<file path="src/periph_pkg.sv">
// ======================================
// peripheral bus package
// address and data widths of the CPU-side
// peripheral bus and the one-hot slot map
// ======================================

package periph_pkg;

   localparam int HID_ADDR_W = 18;            // byte address into the peripheral window
   localparam int HID_DATA_W = 64;
   localparam int HID_BE_W   = 8;             // one write enable per byte lane

   localparam int HID_SLOTS  = 8;
   localparam int SLOT_W     = 3;
   localparam int SLOT_MSB   = HID_ADDR_W - 1; // slot sits in the top address bits
   localparam int SLOT_LSB   = HID_ADDR_W - SLOT_W;

   // uart channels fill the slots upward from here
   localparam int UART_BASE_SLOT = 6;

   typedef logic [SLOT_W-1:0] slot_idx_t;

endpackage

</file>
<file path="src/uart_pkg.sv">
// ======================================
// uart register package
// register offsets, read word layout,
// sequencer states and write data views
// ======================================

package uart_pkg;

   localparam int BAUD_W = 16;                // clocks per bit

   localparam int UART_OFS_MSB = 13;
   localparam int UART_OFS_LSB = 12;
   localparam logic [1:0] UART_OFS_TX   = 2'd0; // push transmit byte
   localparam logic [1:0] UART_OFS_POP  = 2'd1; // drop receive head
   localparam logic [1:0] UART_OFS_BAUD = 2'd2; // load divisor

   // status word, selected when offset msb is clear
   localparam int ST_ERR_BIT      = 8;
   localparam int ST_RX_EMPTY_BIT = 9;
   localparam int ST_TX_FULL_BIT  = 10;
   localparam int ST_RX_FULL_BIT  = 11;
   localparam int CNT_TX_LSB      = 16;       // count word, tx count field

   typedef enum logic [2:0] {UTX_IDLE, UTX_EMPTY, UTX_POP, UTX_START, UTX_INUSE} utx_state_t;

   // one bus word, seen by the tx push or by the divisor load
   typedef union packed {
      struct packed {
         logic [periph_pkg::HID_DATA_W-9:0] rsvd;
         logic [7:0]                        data;
      } tx;
      struct packed {
         logic [periph_pkg::HID_DATA_W-BAUD_W-1:0] rsvd;
         logic [BAUD_W-1:0]                        divisor;
      } baud;
   } uart_wdata_u;

endpackage

</file>
<file path="src/hid_decode.sv">
// ======================================
// peripheral bus slot decoder
// qualifies writes and fans them out as
// one-hot strobes, one per bus slot
// ======================================
`timescale 1ns/1ps

module hid_decode (
   input  logic                              hid_en_i,
   input  logic [periph_pkg::HID_BE_W-1:0]   hid_we_i,
   input  logic [periph_pkg::HID_ADDR_W-1:0] hid_addr_i,
   output logic [periph_pkg::HID_SLOTS-1:0]  slot_wr_o,
   output periph_pkg::slot_idx_t             slot_sel_o
);

   logic wr_req;

   assign wr_req     = hid_en_i & (|hid_we_i);  // any byte lane counts as a write
   assign slot_sel_o = hid_addr_i[periph_pkg::SLOT_MSB:periph_pkg::SLOT_LSB];

   always_comb
   begin
      for (int i = 0; i < periph_pkg::HID_SLOTS; i++)
      begin
         slot_wr_o[i] = wr_req & (slot_sel_o == periph_pkg::slot_idx_t'(i));
      end
   end

endmodule

</file>
<file path="src/hid_read_mux.sv">
// ======================================
// peripheral bus read return
// OR-combines the addressed channel word,
// zero for slots with no uart behind them
// ======================================
`timescale 1ns/1ps

module hid_read_mux #(
   parameter int NUM_UARTS = 2
) (
   input  periph_pkg::slot_idx_t                       slot_sel_i,
   input  logic [NUM_UARTS*periph_pkg::HID_DATA_W-1:0] chan_rdata_i,
   output logic [periph_pkg::HID_DATA_W-1:0]           hid_rddata_o
);

   always_comb
   begin
      hid_rddata_o = '0;
      for (int k = 0; k < NUM_UARTS; k++)
      begin
         if (slot_sel_i == periph_pkg::slot_idx_t'(periph_pkg::UART_BASE_SLOT + k))
            hid_rddata_o |= chan_rdata_i[k*periph_pkg::HID_DATA_W +: periph_pkg::HID_DATA_W];
      end
   end

endmodule

</file>
<file path="src/periph_top.sv">
// ======================================
// peripheral bus top level
// slot decoder, a bank of uart channels
// and the read return multiplexer
// ======================================
`timescale 1ns/1ps

module periph_top #(
   parameter int NUM_UARTS     = 2,
   parameter int FIFO_DEPTH    = 16,
   parameter int UBAUD_DEFAULT = 8
) (
   input  logic                              msoc_clk,
   input  logic                              rstn,
   input  logic                              hid_en_i,
   input  logic [periph_pkg::HID_BE_W-1:0]   hid_we_i,
   input  logic [periph_pkg::HID_ADDR_W-1:0] hid_addr_i,
   input  logic [periph_pkg::HID_DATA_W-1:0] hid_wrdata_i,
   input  logic [NUM_UARTS-1:0]              uart_rx_i,
   output logic [periph_pkg::HID_DATA_W-1:0] hid_rddata_o,
   output logic [NUM_UARTS-1:0]              uart_tx_o,
   output logic [NUM_UARTS-1:0]              uart_irq_o
);

   logic [periph_pkg::HID_SLOTS-1:0]            slot_wr;
   periph_pkg::slot_idx_t                       slot_sel;
   logic [NUM_UARTS*periph_pkg::HID_DATA_W-1:0] chan_rdata;  // channel k at word k

   hid_decode decode_inst (
      .hid_en_i   (hid_en_i),
      .hid_we_i   (hid_we_i),
      .hid_addr_i (hid_addr_i),
      .slot_wr_o  (slot_wr),
      .slot_sel_o (slot_sel)
   );

   for (genvar k = 0; k < NUM_UARTS; k++)
   begin : g_uart
      uart_channel #(
         .FIFO_DEPTH    (FIFO_DEPTH),
         .UBAUD_DEFAULT (UBAUD_DEFAULT)
      ) chan_inst (
         .msoc_clk     (msoc_clk),
         .rstn         (rstn),
         .wr_i         (slot_wr[periph_pkg::UART_BASE_SLOT + k]),
         .hid_addr_i   (hid_addr_i),
         .hid_wrdata_i (hid_wrdata_i),
         .rx_i         (uart_rx_i[k]),
         .tx_o         (uart_tx_o[k]),
         .irq_o        (uart_irq_o[k]),
         .rdata_o      (chan_rdata[k*periph_pkg::HID_DATA_W +: periph_pkg::HID_DATA_W])
      );
   end

   hid_read_mux #(.NUM_UARTS(NUM_UARTS)) read_mux_inst (
      .slot_sel_i   (slot_sel),
      .chan_rdata_i (chan_rdata),
      .hid_rddata_o (hid_rddata_o)
   );

endmodule

</file>
<file path="src/uart_channel.sv">
// ======================================
// uart channel on one bus slot
// register writes, transmit sequencer,
// tx and rx FIFOs, serial core and the
// status or count read word
// ======================================
`timescale 1ns/1ps

module uart_channel #(
   parameter int FIFO_DEPTH    = 16,
   parameter int UBAUD_DEFAULT = 8
) (
   input  logic                              msoc_clk,
   input  logic                              rstn,
   input  logic                              wr_i,
   input  logic [periph_pkg::HID_ADDR_W-1:0] hid_addr_i,
   input  logic [periph_pkg::HID_DATA_W-1:0] hid_wrdata_i,
   input  logic                              rx_i,
   output logic                              tx_o,
   output logic                              irq_o,
   output logic [periph_pkg::HID_DATA_W-1:0] rdata_o
);

   localparam int CNT_W = $clog2(FIFO_DEPTH + 1);

   uart_pkg::uart_wdata_u       wdata;
   logic [1:0]                  ofs;
   logic [uart_pkg::BAUD_W-1:0] baud_q;
   uart_pkg::utx_state_t        state_q;
   uart_pkg::utx_state_t        state_d;
   logic [7:0]                  tx_head;
   logic [7:0]                  tx_hold;
   logic [CNT_W-1:0]            tx_count;
   logic                        tx_full;
   logic                        tx_empty;
   logic [8:0]                  rx_head;   // {err, byte}
   logic [CNT_W-1:0]            rx_count;
   logic                        rx_full;
   logic                        rx_empty;
   logic                        busy;
   logic                        rx_valid;
   logic [7:0]                  rx_byte;
   logic                        rx_err;

   assign wdata = hid_wrdata_i;
   assign ofs   = hid_addr_i[uart_pkg::UART_OFS_MSB:uart_pkg::UART_OFS_LSB];

   always_ff @(posedge msoc_clk or negedge rstn)
   begin
      if (!rstn)
      begin
         baud_q  <= uart_pkg::BAUD_W'(UBAUD_DEFAULT);
         state_q <= uart_pkg::UTX_IDLE;
      end
      else
      begin
         state_q <= state_d;
         if (wr_i && ofs == uart_pkg::UART_OFS_BAUD)
            baud_q <= wdata.baud.divisor;
      end
   end

   always_comb
   begin
      state_d = state_q;
      case (state_q)
         uart_pkg::UTX_IDLE:  state_d = uart_pkg::UTX_EMPTY;
         uart_pkg::UTX_EMPTY: if (!tx_empty) state_d = uart_pkg::UTX_POP;
         uart_pkg::UTX_POP:   state_d = uart_pkg::UTX_START;
         uart_pkg::UTX_START: state_d = uart_pkg::UTX_INUSE;
         uart_pkg::UTX_INUSE: if (!busy) state_d = uart_pkg::UTX_IDLE;
         default:             state_d = uart_pkg::UTX_IDLE;
      endcase
   end

   // head moves on at the pop, so keep the byte for START
   always_ff @(posedge msoc_clk)
   begin
      if (state_q == uart_pkg::UTX_POP)
         tx_hold <= tx_head;
   end

   uart_fifo #(.WIDTH(8), .DEPTH(FIFO_DEPTH)) tx_fifo (
      .msoc_clk (msoc_clk),
      .rstn     (rstn),
      .push_i   (wr_i && ofs == uart_pkg::UART_OFS_TX),
      .pop_i    (state_q == uart_pkg::UTX_POP),
      .din_i    (wdata.tx.data),
      .dout_o   (tx_head),
      .count_o  (tx_count),
      .full_o   (tx_full),
      .empty_o  (tx_empty)
   );

   uart_fifo #(.WIDTH(9), .DEPTH(FIFO_DEPTH)) rx_fifo (
      .msoc_clk (msoc_clk),
      .rstn     (rstn),
      .push_i   (rx_valid),                               // overflow drops the new byte
      .pop_i    (wr_i && ofs == uart_pkg::UART_OFS_POP),
      .din_i    ({rx_err, rx_byte}),
      .dout_o   (rx_head),
      .count_o  (rx_count),
      .full_o   (rx_full),
      .empty_o  (rx_empty)
   );

   uart_serial serial_inst (
      .msoc_clk   (msoc_clk),
      .rstn       (rstn),
      .baud_i     (baud_q),
      .start_i    (state_q == uart_pkg::UTX_START),
      .tx_byte_i  (tx_hold),
      .rx_i       (rx_i),
      .tx_o       (tx_o),
      .busy_o     (busy),
      .rx_valid_o (rx_valid),
      .rx_byte_o  (rx_byte),
      .rx_err_o   (rx_err)
   );

   assign irq_o = ~rx_empty;

   always_comb
   begin
      rdata_o = '0;
      if (hid_addr_i[uart_pkg::UART_OFS_MSB])
      begin
         rdata_o[uart_pkg::CNT_TX_LSB +: 8] = 8'(tx_count);
         rdata_o[7:0]                       = 8'(rx_count);
      end
      else
      begin
         rdata_o[8:0] = rx_empty ? 9'd0 : rx_head;  // stale head hidden when empty
         rdata_o[uart_pkg::ST_RX_EMPTY_BIT] = rx_empty;
         rdata_o[uart_pkg::ST_TX_FULL_BIT]  = tx_full;
         rdata_o[uart_pkg::ST_RX_FULL_BIT]  = rx_full;
      end
   end

   // POP is only entered from EMPTY with data waiting
   a_pop_not_empty: assert property (@(posedge msoc_clk) disable iff (!rstn)
      state_q == uart_pkg::UTX_POP |-> !tx_empty);

endmodule

</file>
<file path="src/uart_fifo.sv">
// ======================================
// synchronous FIFO
// circular buffer with show-ahead head,
// occupancy count, full and empty flags
// ======================================
`timescale 1ns/1ps

module uart_fifo #(
   parameter int WIDTH = 8,
   parameter int DEPTH = 16
) (
   input  logic                       msoc_clk,
   input  logic                       rstn,
   input  logic                       push_i,
   input  logic                       pop_i,
   input  logic [WIDTH-1:0]           din_i,
   output logic [WIDTH-1:0]           dout_o,
   output logic [$clog2(DEPTH+1)-1:0] count_o,
   output logic                       full_o,
   output logic                       empty_o
);

   localparam int PTR_W = (DEPTH > 1) ? $clog2(DEPTH) : 1;
   localparam int CNT_W = $clog2(DEPTH + 1);

   logic [WIDTH-1:0] mem [DEPTH];
   logic [PTR_W-1:0] wr_ptr;
   logic [PTR_W-1:0] rd_ptr;
   logic             do_push;
   logic             do_pop;

   assign do_push = push_i & ~full_o;  // lost when full
   assign do_pop  = pop_i & ~empty_o;

   always_ff @(posedge msoc_clk or negedge rstn)
   begin
      if (!rstn)
      begin
         wr_ptr  <= '0;
         rd_ptr  <= '0;
         count_o <= '0;
      end
      else
      begin
         if (do_push)
            wr_ptr <= wr_ptr + 1'b1;  // depth is a power of two, wraps by itself
         if (do_pop)
            rd_ptr <= rd_ptr + 1'b1;
         case ({do_push, do_pop})
            2'b10:   count_o <= count_o + 1'b1;
            2'b01:   count_o <= count_o - 1'b1;
            default: count_o <= count_o;
         endcase
      end
   end

   always_ff @(posedge msoc_clk)
   begin
      if (do_push)
         mem[wr_ptr] <= din_i;
   end

   assign dout_o  = mem[rd_ptr];  // head entry, no read latency
   assign full_o  = (count_o == CNT_W'(DEPTH));
   assign empty_o = (count_o == '0);

   // occupancy stays bounded over any push/pop sequence
   a_count_bound: assert property (@(posedge msoc_clk) disable iff (!rstn)
      count_o <= CNT_W'(DEPTH));

endmodule

</file>
<file path="src/uart_serial.sv">
// ======================================
// uart serial core, 8N1
// shift-register transmitter and a
// majority-filtered mid-bit receiver,
// both timed by the baud divisor
// ======================================
`timescale 1ns/1ps

module uart_serial (
   input  logic                        msoc_clk,
   input  logic                        rstn,
   input  logic [uart_pkg::BAUD_W-1:0] baud_i,
   input  logic                        start_i,
   input  logic [7:0]                  tx_byte_i,
   input  logic                        rx_i,
   output logic                        tx_o,
   output logic                        busy_o,
   output logic                        rx_valid_o,
   output logic [7:0]                  rx_byte_o,
   output logic                        rx_err_o
);

   logic [9:0]                  tx_shift;   // stop, data, start
   logic [3:0]                  tx_bits;
   logic [uart_pkg::BAUD_W-1:0] tx_timer;
   logic [2:0]                  rx_filt;
   logic                        rx_maj;
   logic                        rx_active;
   logic [3:0]                  rx_cnt;
   logic [uart_pkg::BAUD_W-1:0] rx_timer;
   logic                        rx_tick;

   always_ff @(posedge msoc_clk or negedge rstn)
   begin
      if (!rstn)
      begin
         tx_shift <= '1;  // line idles high
         tx_bits  <= '0;
         tx_timer <= '0;
      end
      else if (start_i)
      begin
         tx_shift <= {1'b1, tx_byte_i, 1'b0};
         tx_bits  <= 4'd10;
         tx_timer <= baud_i - 1'b1;
      end
      else if (busy_o)
      begin
         if (tx_timer == '0)
         begin
            tx_shift <= {1'b1, tx_shift[9:1]};  // lsb first
            tx_bits  <= tx_bits - 1'b1;
            tx_timer <= baud_i - 1'b1;
         end
         else
            tx_timer <= tx_timer - 1'b1;
      end
   end

   assign tx_o   = tx_shift[0];
   assign busy_o = (tx_bits != 4'd0);

   // three-sample vote against line glitches
   always_ff @(posedge msoc_clk or negedge rstn)
   begin
      if (!rstn)
         rx_filt <= '1;
      else
         rx_filt <= {rx_filt[1:0], rx_i};
   end

   assign rx_maj  = (rx_filt[0] & rx_filt[1]) | (rx_filt[0] & rx_filt[2]) |
                    (rx_filt[1] & rx_filt[2]);
   assign rx_tick = rx_active & (rx_timer == '0);  // middle of a bit

   always_ff @(posedge msoc_clk or negedge rstn)
   begin
      if (!rstn)
      begin
         rx_active  <= 1'b0;
         rx_cnt     <= '0;
         rx_timer   <= '0;
         rx_valid_o <= 1'b0;
      end
      else
      begin
         rx_valid_o <= 1'b0;
         if (!rx_active)
         begin
            if (!rx_maj)
            begin
               rx_active <= 1'b1;
               rx_cnt    <= '0;
               rx_timer  <= baud_i >> 1;  // aim at the middle of the start bit
            end
         end
         else if (!rx_tick)
            rx_timer <= rx_timer - 1'b1;
         else
         begin
            rx_timer <= baud_i - 1'b1;
            rx_cnt   <= rx_cnt + 1'b1;
            if (rx_cnt == 4'd0 && rx_maj)
               rx_active <= 1'b0;  // start bit gone, false start
            else if (rx_cnt == 4'd9)
            begin
               rx_active  <= 1'b0;
               rx_valid_o <= 1'b1;
            end
         end
      end
   end

   always_ff @(posedge msoc_clk)
   begin
      if (rx_tick && rx_cnt >= 4'd1 && rx_cnt <= 4'd8)
         rx_byte_o <= {rx_maj, rx_byte_o[7:1]};
      if (rx_tick && rx_cnt == 4'd9)
         rx_err_o <= ~rx_maj;  // framing error on low stop bit
   end

   // the channel sequencer only starts a frame once the last one is out
   a_no_start_busy: assert property (@(posedge msoc_clk) disable iff (!rstn)
      start_i |-> !busy_o);

endmodule
</file>
<file path="config.mk">
export PLATFORM = sky130hd
export DESIGN_NAME = periph_top
export DESIGN_NICKNAME = d
export VERILOG_FILES = /design/src/periph_pkg.sv /design/src/uart_pkg.sv /design/src/hid_decode.sv /design/src/hid_read_mux.sv /design/src/periph_top.sv /design/src/uart_channel.sv /design/src/uart_fifo.sv /design/src/uart_serial.sv
export SDC_FILE = /design/constraint.sdc
export NUM_CORES = 1
export LEC_CHECK = 0
export BUFFER_PORTS_ARGS = -buffer_cell sky130_fd_sc_hd__buf_4
export CAP_MARGIN = 20
export CORE_MARGIN = 2
export CORE_UTILIZATION = 60
export CTS_BUF_LIST = sky130_fd_sc_hd__clkbuf_16
export DETAILED_ROUTE_END_ITERATION = 10
export PLACE_DENSITY_LB_ADDON = 0.15
export SETUP_SLACK_MARGIN = 0.5
export SLEW_MARGIN = 10
export SYNTH_ARGS = -nofsm -noshare
export SYNTH_HDL_FRONTEND = slang
export SYNTH_SLANG_ARGS = --single-unit
</file>
<file path="constraint.sdc">
create_clock -name msoc_clk -period 3.7 [get_ports msoc_clk]
set_input_delay 0.185 -clock msoc_clk [delete_from_list [all_inputs] [get_ports msoc_clk]]
set_output_delay 0.185 -clock msoc_clk [all_outputs]
set_load 0.03 [all_outputs]
</file>
==> results of run 1 <==
## cells in the mapped netlist, types with 10 or more instances
cell | number | share of area
sky130_fd_sc_hd__nor2_1 | 153 | 0.017
sky130_fd_sc_hd__dfstp_2 | 26 | 0.020
sky130_fd_sc_hd__nor4_1 | 23 | 0.0043
sky130_fd_sc_hd__inv_1 | 48 | 0.0053
sky130_fd_sc_hd__dfrtp_1 | 172 | 0.13
sky130_fd_sc_hd__edfxtp_1 | 578 | 0.51
sky130_fd_sc_hd__buf_1 | 20 | 0.0022
sky130_fd_sc_hd__o211ai_1 | 20 | 0.0044
sky130_fd_sc_hd__o22ai_1 | 12 | 0.0022
sky130_fd_sc_hd__o21ai_1 | 12 | 0.0018
sky130_fd_sc_hd__o21ai_0 | 56 | 0.0083
sky130_fd_sc_hd__nand3_1 | 25 | 0.0037
sky130_fd_sc_hd__nor3b_1 | 10 | 0.0022
sky130_fd_sc_hd__o31ai_1 | 14 | 0.0031
sky130_fd_sc_hd__a21oi_1 | 50 | 0.0074
sky130_fd_sc_hd__xor2_1 | 63 | 0.016
sky130_fd_sc_hd__a22oi_1 | 11 | 0.0024
sky130_fd_sc_hd__nand2b_1 | 20 | 0.0037
sky130_fd_sc_hd__a211oi_1 | 17 | 0.0038
sky130_fd_sc_hd__mux4_2 | 149 | 0.099
sky130_fd_sc_hd__xnor2_1 | 46 | 0.012
sky130_fd_sc_hd__mux2i_1 | 60 | 0.018
sky130_fd_sc_hd__nor2b_1 | 22 | 0.0041
sky130_fd_sc_hd__nand4_1 | 11 | 0.0020
sky130_fd_sc_hd__mux2_2 | 40 | 0.013
sky130_fd_sc_hd__buf_4 | 56 | 0.012
sky130_fd_sc_hd__a31oi_1 | 12 | 0.0022
sky130_fd_sc_hd__buf_2 | 16 | 0.0024
sky130_fd_sc_hd__clkbuf_1 | 70 | 0.0078
sky130_fd_sc_hd__nor3_1 | 47 | 0.0070
sky130_fd_sc_hd__nand2_1 | 144 | 0.016
sky130_fd_sc_hd__ha_1 | 51 | 0.019
## kinds of logic (layout without fill, tap and decap cells)
group | after synthesis | count (layout)
buffers and inverters | 211 | 328
AO/OA/AOI/OAI | 278 | 278
adder cells (fa/ha/maj) | 53 | 53
other | 1 | 47
flip-flops | 776 | 776
XOR/XNOR | 109 | 109
AND/OR/NAND/NOR | 520 | 520
multiplexers | 250 | 250
## final cells by class
class / count / area share
Tap cell: 756 / 0.0250
Clock buffer: 81 / 0.0535
Sequential cell: 776 / 0.590
Timing Repair Buffer: 142 / 0.0302
Inverter: 48 / 0.00475
Clock inverter: 57 / 0.0132
Multi-Input combinational cell: 1257 / 0.284
## worst max-delay path by stage
stage                                                   to                                    from  depth (start not counted)
floorplan           g_uart[1].chan_inst.tx_fifo.count_o[4]  g_uart[1].chan_inst.tx_fifo.count_o[1]                         14
global placement    g_uart[1].chan_inst.tx_fifo.count_o[4]  g_uart[1].chan_inst.tx_fifo.count_o[1]                         12
detailed placement  g_uart[1].chan_inst.tx_fifo.count_o[4]  g_uart[1].chan_inst.tx_fifo.count_o[1]                         12
CTS                 g_uart[0].chan_inst.tx_fifo.count_o[4]  g_uart[0].chan_inst.tx_fifo.count_o[2]                         12
global route        g_uart[0].chan_inst.tx_fifo.count_o[4]  g_uart[0].chan_inst.tx_fifo.count_o[3]                         12
finish              g_uart[0].chan_inst.tx_fifo.count_o[4]  g_uart[0].chan_inst.tx_fifo.count_o[2]                         12
## critical path: cells and delay by family, from the launching register on
family / cells / cell delay, ps
compound gates: 3 / 550
xor+xnor: 3 / 480
fa+ha+maj: 2 / 510
flops: 1 / 470
simple gates: 4 / 960
## stage by stage
| step | total power, mW | hold slack (ps) |
|---|---|---|
| 5_1_grt | 26.4 | 25.9 |
| 4_1_cts | 25.3 | 12.5 |
| 2_1_floorplan | 15.9 | -111 |
| 6_report | 25.2 | 39.8 |
| 3_3_place_gp | 17.2 | 294 |
| 3_5_place_dp | 17.5 | 295 |
## sequential cells by signal, summed over array words and instances (netlist names), 16 cells and up
name	count
g_uart.chan_inst.serial_inst.tx_timer	32
g_uart.chan_inst.baud_q	32
g_uart.chan_inst.tx_hold	16
g_uart.chan_inst.rx_fifo.mem	288
g_uart.chan_inst.serial_inst.rx_byte_o	16
g_uart.chan_inst.tx_fifo.mem	256
g_uart.chan_inst.serial_inst.rx_timer	32
g_uart.chan_inst.serial_inst.tx_shift	18
## metal layers
metal	wire, um	part of all wire	up-vias
met1	29200	0.43	9568
met4	1490	0.022	0
met5	0	0	-
met3	3030	0.044	96
met2	34800	0.51	475
li1	-	-	8546
## where the power goes
group          internal, mW  total, mW  switching, mW
sequential             10.2       11.4           1.19
clock                  4.59       7.78           3.19
combinational          3.07       5.99           2.92
## what timing repair did
action | in CTS | in global routing
buffers inserted | 1 | 4
pin swaps | 0 | 1
setup endpoints to repair | 11 | 10
resized for setup | 8 | 15
hold buffers | 11 | 0
endpoints found under the hold margin | 113 | 0
==> run summary, run 1 <==
The hold violation count in the final report came out at 0. The fraction of met3 tracks used by global routing was 0.0371; the async set-reset flop share out of synthesis was 0.255. The XOR/XNOR share of the synthesized area was 0.0282. Arithmetic-cell share of the synthesized area counting full adders, half adders and majority gates: 0.0195. The source of the worst register-to-register timing path is g_uart[0].chan_inst.tx_fifo.count_o[2].

The fraction of layout instances using a drive strength above 1 works out to 0.215. Simple-gate share of the synthesized area: 0.0753. Post-route fraction of the period consumed by the critical path: 0.835. The tools report the final total negative setup slack as 0 ps.

The depth of the most critical reg-to-reg path was 12; the average cell area after synthesis was 15.4 sq um. The clock reaches the later pin of the worst-skew pair after 610 ps. For the sequential cell area in the final layout, the log shows 22400 sq um.

The number of port buffers is 54, and the setup slack of the most critical reg-to-reg path is 610 ps. The aggregate routed wire length is 68.5 mm. Number of nets in the layout: 2450. The detailed placement HPWL is 44.7 mm, and the iteration-0 DRC count of the detailed router is 1519.

The starting density of the core is 0.604. The number of enable-type register cells in the synthesized netlist is 578, and the antenna violation net count after detailed routing is 0. After floorplanning, the core was sized to cover 56100 sq um. Slowest cell on the critical path: sky130_fd_sc_hd__dfrtp_1. Timing analysis after detailed placement gives a worst setup slack of 435 ps.

STA classifies the critical path endpoint as a register. Leaving out fill and tap cells, the most frequent cells in the layout are 578 x sky130_fd_sc_hd__edfxtp_1, 165 x sky130_fd_sc_hd__dfrtp_1, 151 x sky130_fd_sc_hd__nor2_1. Dividing the detail-routed wire length by the instance count gives 22.0 um. The mux share of post-synthesis cell area is 0.131. Maximum number of pins on one net before global-route repair: 105.

The instance count along the most critical hold path is 1. The maximum single-stage delay on the critical path works out to 470 ps. The layout-stage area growth over the synthesis result came out at 12.0%.

In this run the most used layer during global routing was met2. In the final layout, the multi-input gates occupy 10800 sq um. The number of placement rows came out at 87. The routed layout has 18685 vias.

The logs give 35100 sq um for the area after detailed placement and 0.366 for the max-slew headroom at the worst pin. The initial antenna violation count is 0, and the total of fill cells in the finished design is 3768. The vertical extent of the die works out to 241 um. The most numerous cell type found on the critical path is sky130_fd_sc_hd__xor2_1. The logs give 0 for the max capacitance violation total and 3 for the total number of H-tree levels. Summing all non-filler instances in the final layout gives an area of 37900 sq um. The leakage component of the power is 13.4 nW, and the netlist area before placement is 33800 sq um. Along the worst path, the maximum fanout reaches 8. Number of synthesized register bits: 776.

Across the routed clock network, the largest skew measured is 26.6 ps. For the met2 track utilization from global routing, the log shows 0.411. The leftover overflow at the end of global routing came out at 0. In this run the critical register-to-register path is captured at g_uart[0].chan_inst.tx_fifo.count_o[4]. The logs give 0.660 for the sequential fraction of the synthesis area and 0.676 for the final standard cell utilization of the core. The worst-case clock buffer depth is 3, and the number of optimization iterations in the first detailed-route pass is 5.

Routability-driven placement finished with a final weighted congestion of 0.836. TritonCTS built the clock tree. The most used flip-flop cell after synthesis is sky130_fd_sc_hd__edfxtp_1. For the worst setup path, the data required time is 4190 ps. The repair_antennas step left the layout with diodes totalling 0. Setup violations remaining at the end of the flow were counted as 0. After the flow finishes, the layout carries non-filler instances totaling 3117. For the pin with the worst max-slew slack, the measured transition is 949 ps.

For hold timing, the worst endpoint is g_uart[1].chan_inst.tx_fifo.mem[2][0]. During synthesis, Yosys emitted a total of 0 warnings. In this run the power density over the cells is 664 nW/um^2. The combinational family with the most area after synthesis is multiplexers.

The most common cell after layout, fill and taps aside was sky130_fd_sc_hd__edfxtp_1. The floorplan step defined a die boundary enclosing 58300 sq um. The run finished with clean final reports.

The post-synthesis compound-gate area fraction is 0.0555. The worst setup path is of the reg2reg kind. The combined global-route utilization of all metal layers is 0.244, and the count of pins on the block boundary is 163.

After detailed routing, the number of vias per cell comes to 5.99. The worst-case setup margin in the final layout was 610 ps. The tools report the instance count of the mapped netlist as 2198. For the worst setup path, the data arrival time is 3580 ps.

The routed design could run at a clock period as short as 3090 ps. The logs give 81 for the number of unique standard cell types used by synthesis and 0.338 for the met1 track utilization from global routing. The tightest min-delay check is of the in2reg type. The worst hold path begins at hid_wrdata_i[0].

The tools report the number of global-route vias before repair as 18835. After clock tree synthesis, the clock-pin slew on the worst setup and hold paths is 60 ps. IR analysis of the VDD net gives a maximum drop of 0.548 mV. The number of cells in the design after placement is 2963, and the total clock buffers created by CTS is 79.

The critical path goes through nor4_4, nand2b_1, and2_1, ha_1, xor2_1, ha_1, o21a_1, o22a_1, a21oi_1, xor2_1, nor2_1, xor2_1. Die width: 241 um. The cell sitting at the root of the clock tree is a sky130_fd_sc_hd__clkbuf_16. The run gives 108 mm as the first-pass GRT wire length. In the routed design, unresolved DRC markers number 0. Count of clock tree sinks: 776. Number of pins with negative max-slew slack in the final report: 0. STA classifies the critical path startpoint as a register. Setup repair after global routing could not meet its margin everywhere.

For the maximum achievable frequency, the log shows 0.324 GHz.
(Power assumes the default switching activity.)
==> inputs of run 2 (changes only) <==
--- a/config.mk
+++ b/config.mk
@@ -5,10 +5,11 @@
 export SDC_FILE = /design/constraint.sdc
 export NUM_CORES = 1
 export LEC_CHECK = 0
+export ABC_AREA = 1
 export BUFFER_PORTS_ARGS = -buffer_cell sky130_fd_sc_hd__buf_4
 export CAP_MARGIN = 20
 export CORE_MARGIN = 2
-export CORE_UTILIZATION = 60
+export CORE_UTILIZATION = 56
 export CTS_BUF_LIST = sky130_fd_sc_hd__clkbuf_16
 export DETAILED_ROUTE_END_ITERATION = 10
 export PLACE_DENSITY_LB_ADDON = 0.15
==> constraint.sdc (replaced) <==
create_clock -name msoc_clk -period 2.6 [get_ports msoc_clk]
set_input_delay 0.13 -clock msoc_clk [delete_from_list [all_inputs] [get_ports msoc_clk]]
set_output_delay 0.13 -clock msoc_clk [all_outputs]
set_load 0.03 [all_outputs]
==> run summary, run 2 <==
The run finished, with violations left. The final reports fail on negative setup slack. In this run the static leakage power is 17.0 nW. Leaving out fill and tap cells, the most frequent cells in the layout are 790 x sky130_fd_sc_hd__nand2_1, 578 x sky130_fd_sc_hd__edfxtp_1, 411 x sky130_fd_sc_hd__nor2_1.

The tree is rooted in a sky130_fd_sc_hd__clkbuf_16. The startpoint class of the critical path is a register. TritonCTS built the clock tree.

Setup violations remaining at the end of the flow were counted as 4. The number of enable-type register cells in the synthesized netlist was 578; the placement-stage worst setup slack was 45.9 ps. In this run the standard cell core region covers 63100 sq um. The starting density of the core was 0.567; the number of port buffers was 54. The layout-stage area growth over the synthesis result came out at 16.3%.

The DRC violation count after routing is 0, and the met2 track utilization from global routing is 0.419. The count of nets left with antenna violations once routing finished came out at 0. Using the TritonRoute via totals, the vias-per-cell ratio works out to 5.49. Setup repair after global routing could not meet its margin everywhere. The register with the most flip-flops in the layout has 288 of them. The area fraction of the dominant cell type after synthesis is 0.485. For the sequential fraction of the synthesis area, the log shows 0.624. Entering global routing, the biggest net connects 82 pins.

The hold violation count in the final report was 0. The post-synthesis cell type with the largest combined area is sky130_fd_sc_hd__edfxtp_1. The prevailing post-synth register cell is sky130_fd_sc_hd__edfxtp_1. In the final layout, the registers with the most flip-flops are g_uart.chan_inst.rx_fifo.mem x288, g_uart.chan_inst.tx_fifo.mem x256.

The run gives 66000 sq um as the area of the die. The run gives 0.0292 as the fraction of met3 tracks used by global routing. Once layout is done, the placed cells without fillers occupy 41600 sq um. For the worst setup path, the data required time is 2470 ps. In the final routed layout, each cell accounts on average for 18.1 um. The most common cell after layout, fill and taps aside was sky130_fd_sc_hd__nand2_1. The slowest stage of the critical path belongs to the cell sky130_fd_sc_hd__dfrtp_4. The count of pins on the block boundary is 163, and the vertical extent of the die is 257 um.

In the post-synthesis netlist, the biggest area contributors are sky130_fd_sc_hd__edfxtp_1 48%, sky130_fd_sc_hd__dfrtp_1 12%, sky130_fd_sc_hd__nand2_1 8.6%. The signal on the critical path passes through clkinvlp_4, buf_6, buf_12, nand2_1, nand3_1, nand2_1, nand2_1, nand3_1, nand3_2, nand2_1, nand2_1, nand2_2, buf_6. The mapped netlist covers 35800 sq um.

The leftover overflow at the end of global routing was 0; the detailed placement HPWL was 53.8 mm. At the pin with the least slew margin, the transition time is 715 ps. The die width is 257 um, and the number of nets in the layout is 3916. The run gives 3 as the total number of H-tree levels. The path type of the worst min-delay path is in2reg. The repair_antennas step left the layout with diodes totalling 0. The design draws 40.9 mW. In this run the power density over the cells is 983 nW/um^2. The max-slew headroom at the worst pin was 0.523. The most common cell in the netlist was sky130_fd_sc_hd__nand2_1.

The run gives 0.380 GHz as the maximum achievable frequency. The number of optimization iterations in the first detailed-route pass was 6. Yosys printed 0 warnings.

The maximum vdd drop is 0.617 mV. The tools report the sort of element at the end of the critical path as a primary output. Along the worst path, the maximum fanout reaches 8. The fraction of layout instances using a drive strength above 1 was 0.146; the clock transition at the register clock pins on the worst setup and hold paths after CTS was 60 ps.

The instance count of the mapped netlist was 3576. The final layout contains routed wiring with a total length of 84.6 mm. Across the run, the number of max-cap violations was 0. The tools report the iteration-0 DRC count of the detailed router as 2343. The source-to-sink clock delay at the later pin of the worst-skew pair was 620 ps.

By count the netlist is led by 817 x sky130_fd_sc_hd__nand2_1, 578 x sky130_fd_sc_hd__edfxtp_1, 422 x sky130_fd_sc_hd__nor2_1. The async set-reset flop share out of synthesis is 0.255, and the average cell area after synthesis is 10.0 sq um. In this run the deepest clock path goes through 3 buffers. The final weighted congestion in routability-driven placement was 0.921; the count of clock tree sinks was 776.

Startpoint-to-endpoint class of the critical path: reg2out. The data arrival time of the critical path came out at 2500 ps. In this run, CTS created clock tree buffers numbering 79. In this run the most used layer during global routing was met2.

For the final database, setup skew stands at 23.3 ps. The initial antenna violation count came out at 0. The shortest period the worst path allows was 2630 ps; the post-route fraction of the period consumed by the critical path was 1.01. After synthesis the netlist holds a flip-flop and latch count of 776. The tools report the combined global-route utilization of all metal layers as 0.253. The most numerous cell type found on the critical path is sky130_fd_sc_hd__nand2_1.

After detailed placement, the total cell area comes to 37600 sq um. The largest single stage delay on the critical path is 470 ps. The tools report the worst-case setup margin in the final layout as -33.6 ps. The number of pins with negative max-slew slack in the final report came out at 0. The floorplan has 92 rows. The number of unique standard cell types used by synthesis was 53; the total vias in the final route was 25704. Register bank with the most flops: g_uart.chan_inst.rx_fifo.mem. Across all hold checks on the routed design, the worst slack comes to 118 ps. The first-pass GRT wire length is 133 mm, and the number of global-route vias before repair is 24815. The met1 track utilization from global routing was 0.351.
==> run 2: routing by layer <==
layer	wire length (um)	vias up
met3	5060	172
li1	-	12340
met2	41100	881
met5	0	-
met1	35900	12311
met4	2610	0
==> run 2: cells by family (layout without fill, tap and decap cells) <==
kind of cell	count (synthesis)	in the layout	share of synthesized area
buffers and inverters	524	736	0.0629
other	1	47	0.000105
adders and majority gates	51	51	0.0178
and+or+nand+nor	1704	1704	0.200
xor gates and xnor gates	100	100	0.0245
muxes	14	14	0.00395
AOI/OAI and AO/OA	406	406	0.0669
DFF	776	776	0.624
==> run 2: path summary, 6_finish.rpt <==
path / to / depth (start not counted) / slack (ps) / startpoint
min in group asynchronous: g_uart[1].chan_inst.serial_inst.rx_timer[12] / 2 / 130 / rstn
setup / recovery: hid_rddata_o[0] / 13 / -30 / g_uart[0].chan_inst.rx_fifo.rd_ptr[0]
hold / removal: g_uart[0].chan_inst.rx_fifo.rd_ptr[0] / 7 / 120 / hid_addr_i[15]
hold reg to reg: g_uart[1].chan_inst.serial_inst.rx_filt[2] / 0 / 360 / g_uart[1].chan_inst.serial_inst.rx_filt[1]
max in group asynchronous: g_uart[0].chan_inst.serial_inst.rx_filt[0] / 3 / 1600 / rstn
setup reg to reg: g_uart[1].chan_inst.tx_fifo.count_o[4] / 13 / 250 / g_uart[1].chan_inst.tx_fifo.count_o[3]
==> run 2: cell type report <==
class	count	area [sq um]
Clock inverter	63	576
Fill cell	4846	21400
Timing Repair Buffer	257	2290
Tap cell	846	1060
Sequential cell	776	22400
Inverter	334	1290
Clock buffer	82	2050
Multi-Input combinational cell	2322	12000
==> run 2: where the power goes <==
part | switching, mW | internal [mW]
Sequential | 1.12 | 14.6
Combinational | 8.87 | 4.92
Clock | 4.63 | 6.80
==> run 2: repair_timing <==
action,4_1_cts,5_1_grt
resized for setup,103,74
setup endpoints to repair,97,205
setup buffers,37,20
endpoints found under the hold margin,334,0
cloned,2,2
hold buffers,20,0
pin swaps,27,49
==> run 2: stage by stage <==
| step | cells | utilization | TNS [ps] |
|---|---|---|---|
| floorplan | 3622 | - | 0 |
| global placement | 4454 | 0.596 | 0 |
| detailed placement | 4454 | 0.596 | 0 |
| CTS | 4658 | 0.652 | 0 |
| global route | 4680 | 0.660 | -744 |
| finish | 4680 | 0.660 | -63.0 |
==> run 2: worst max-delay path, delay by kind of cell, from the launching register on <==
| kind | cells | cell delay, ps |
|---|---|---|
| buffers and inverters | 4 | 610 |
| flip-flops | 1 | 470 |
| AND/OR/NAND/NOR | 9 | 790 |
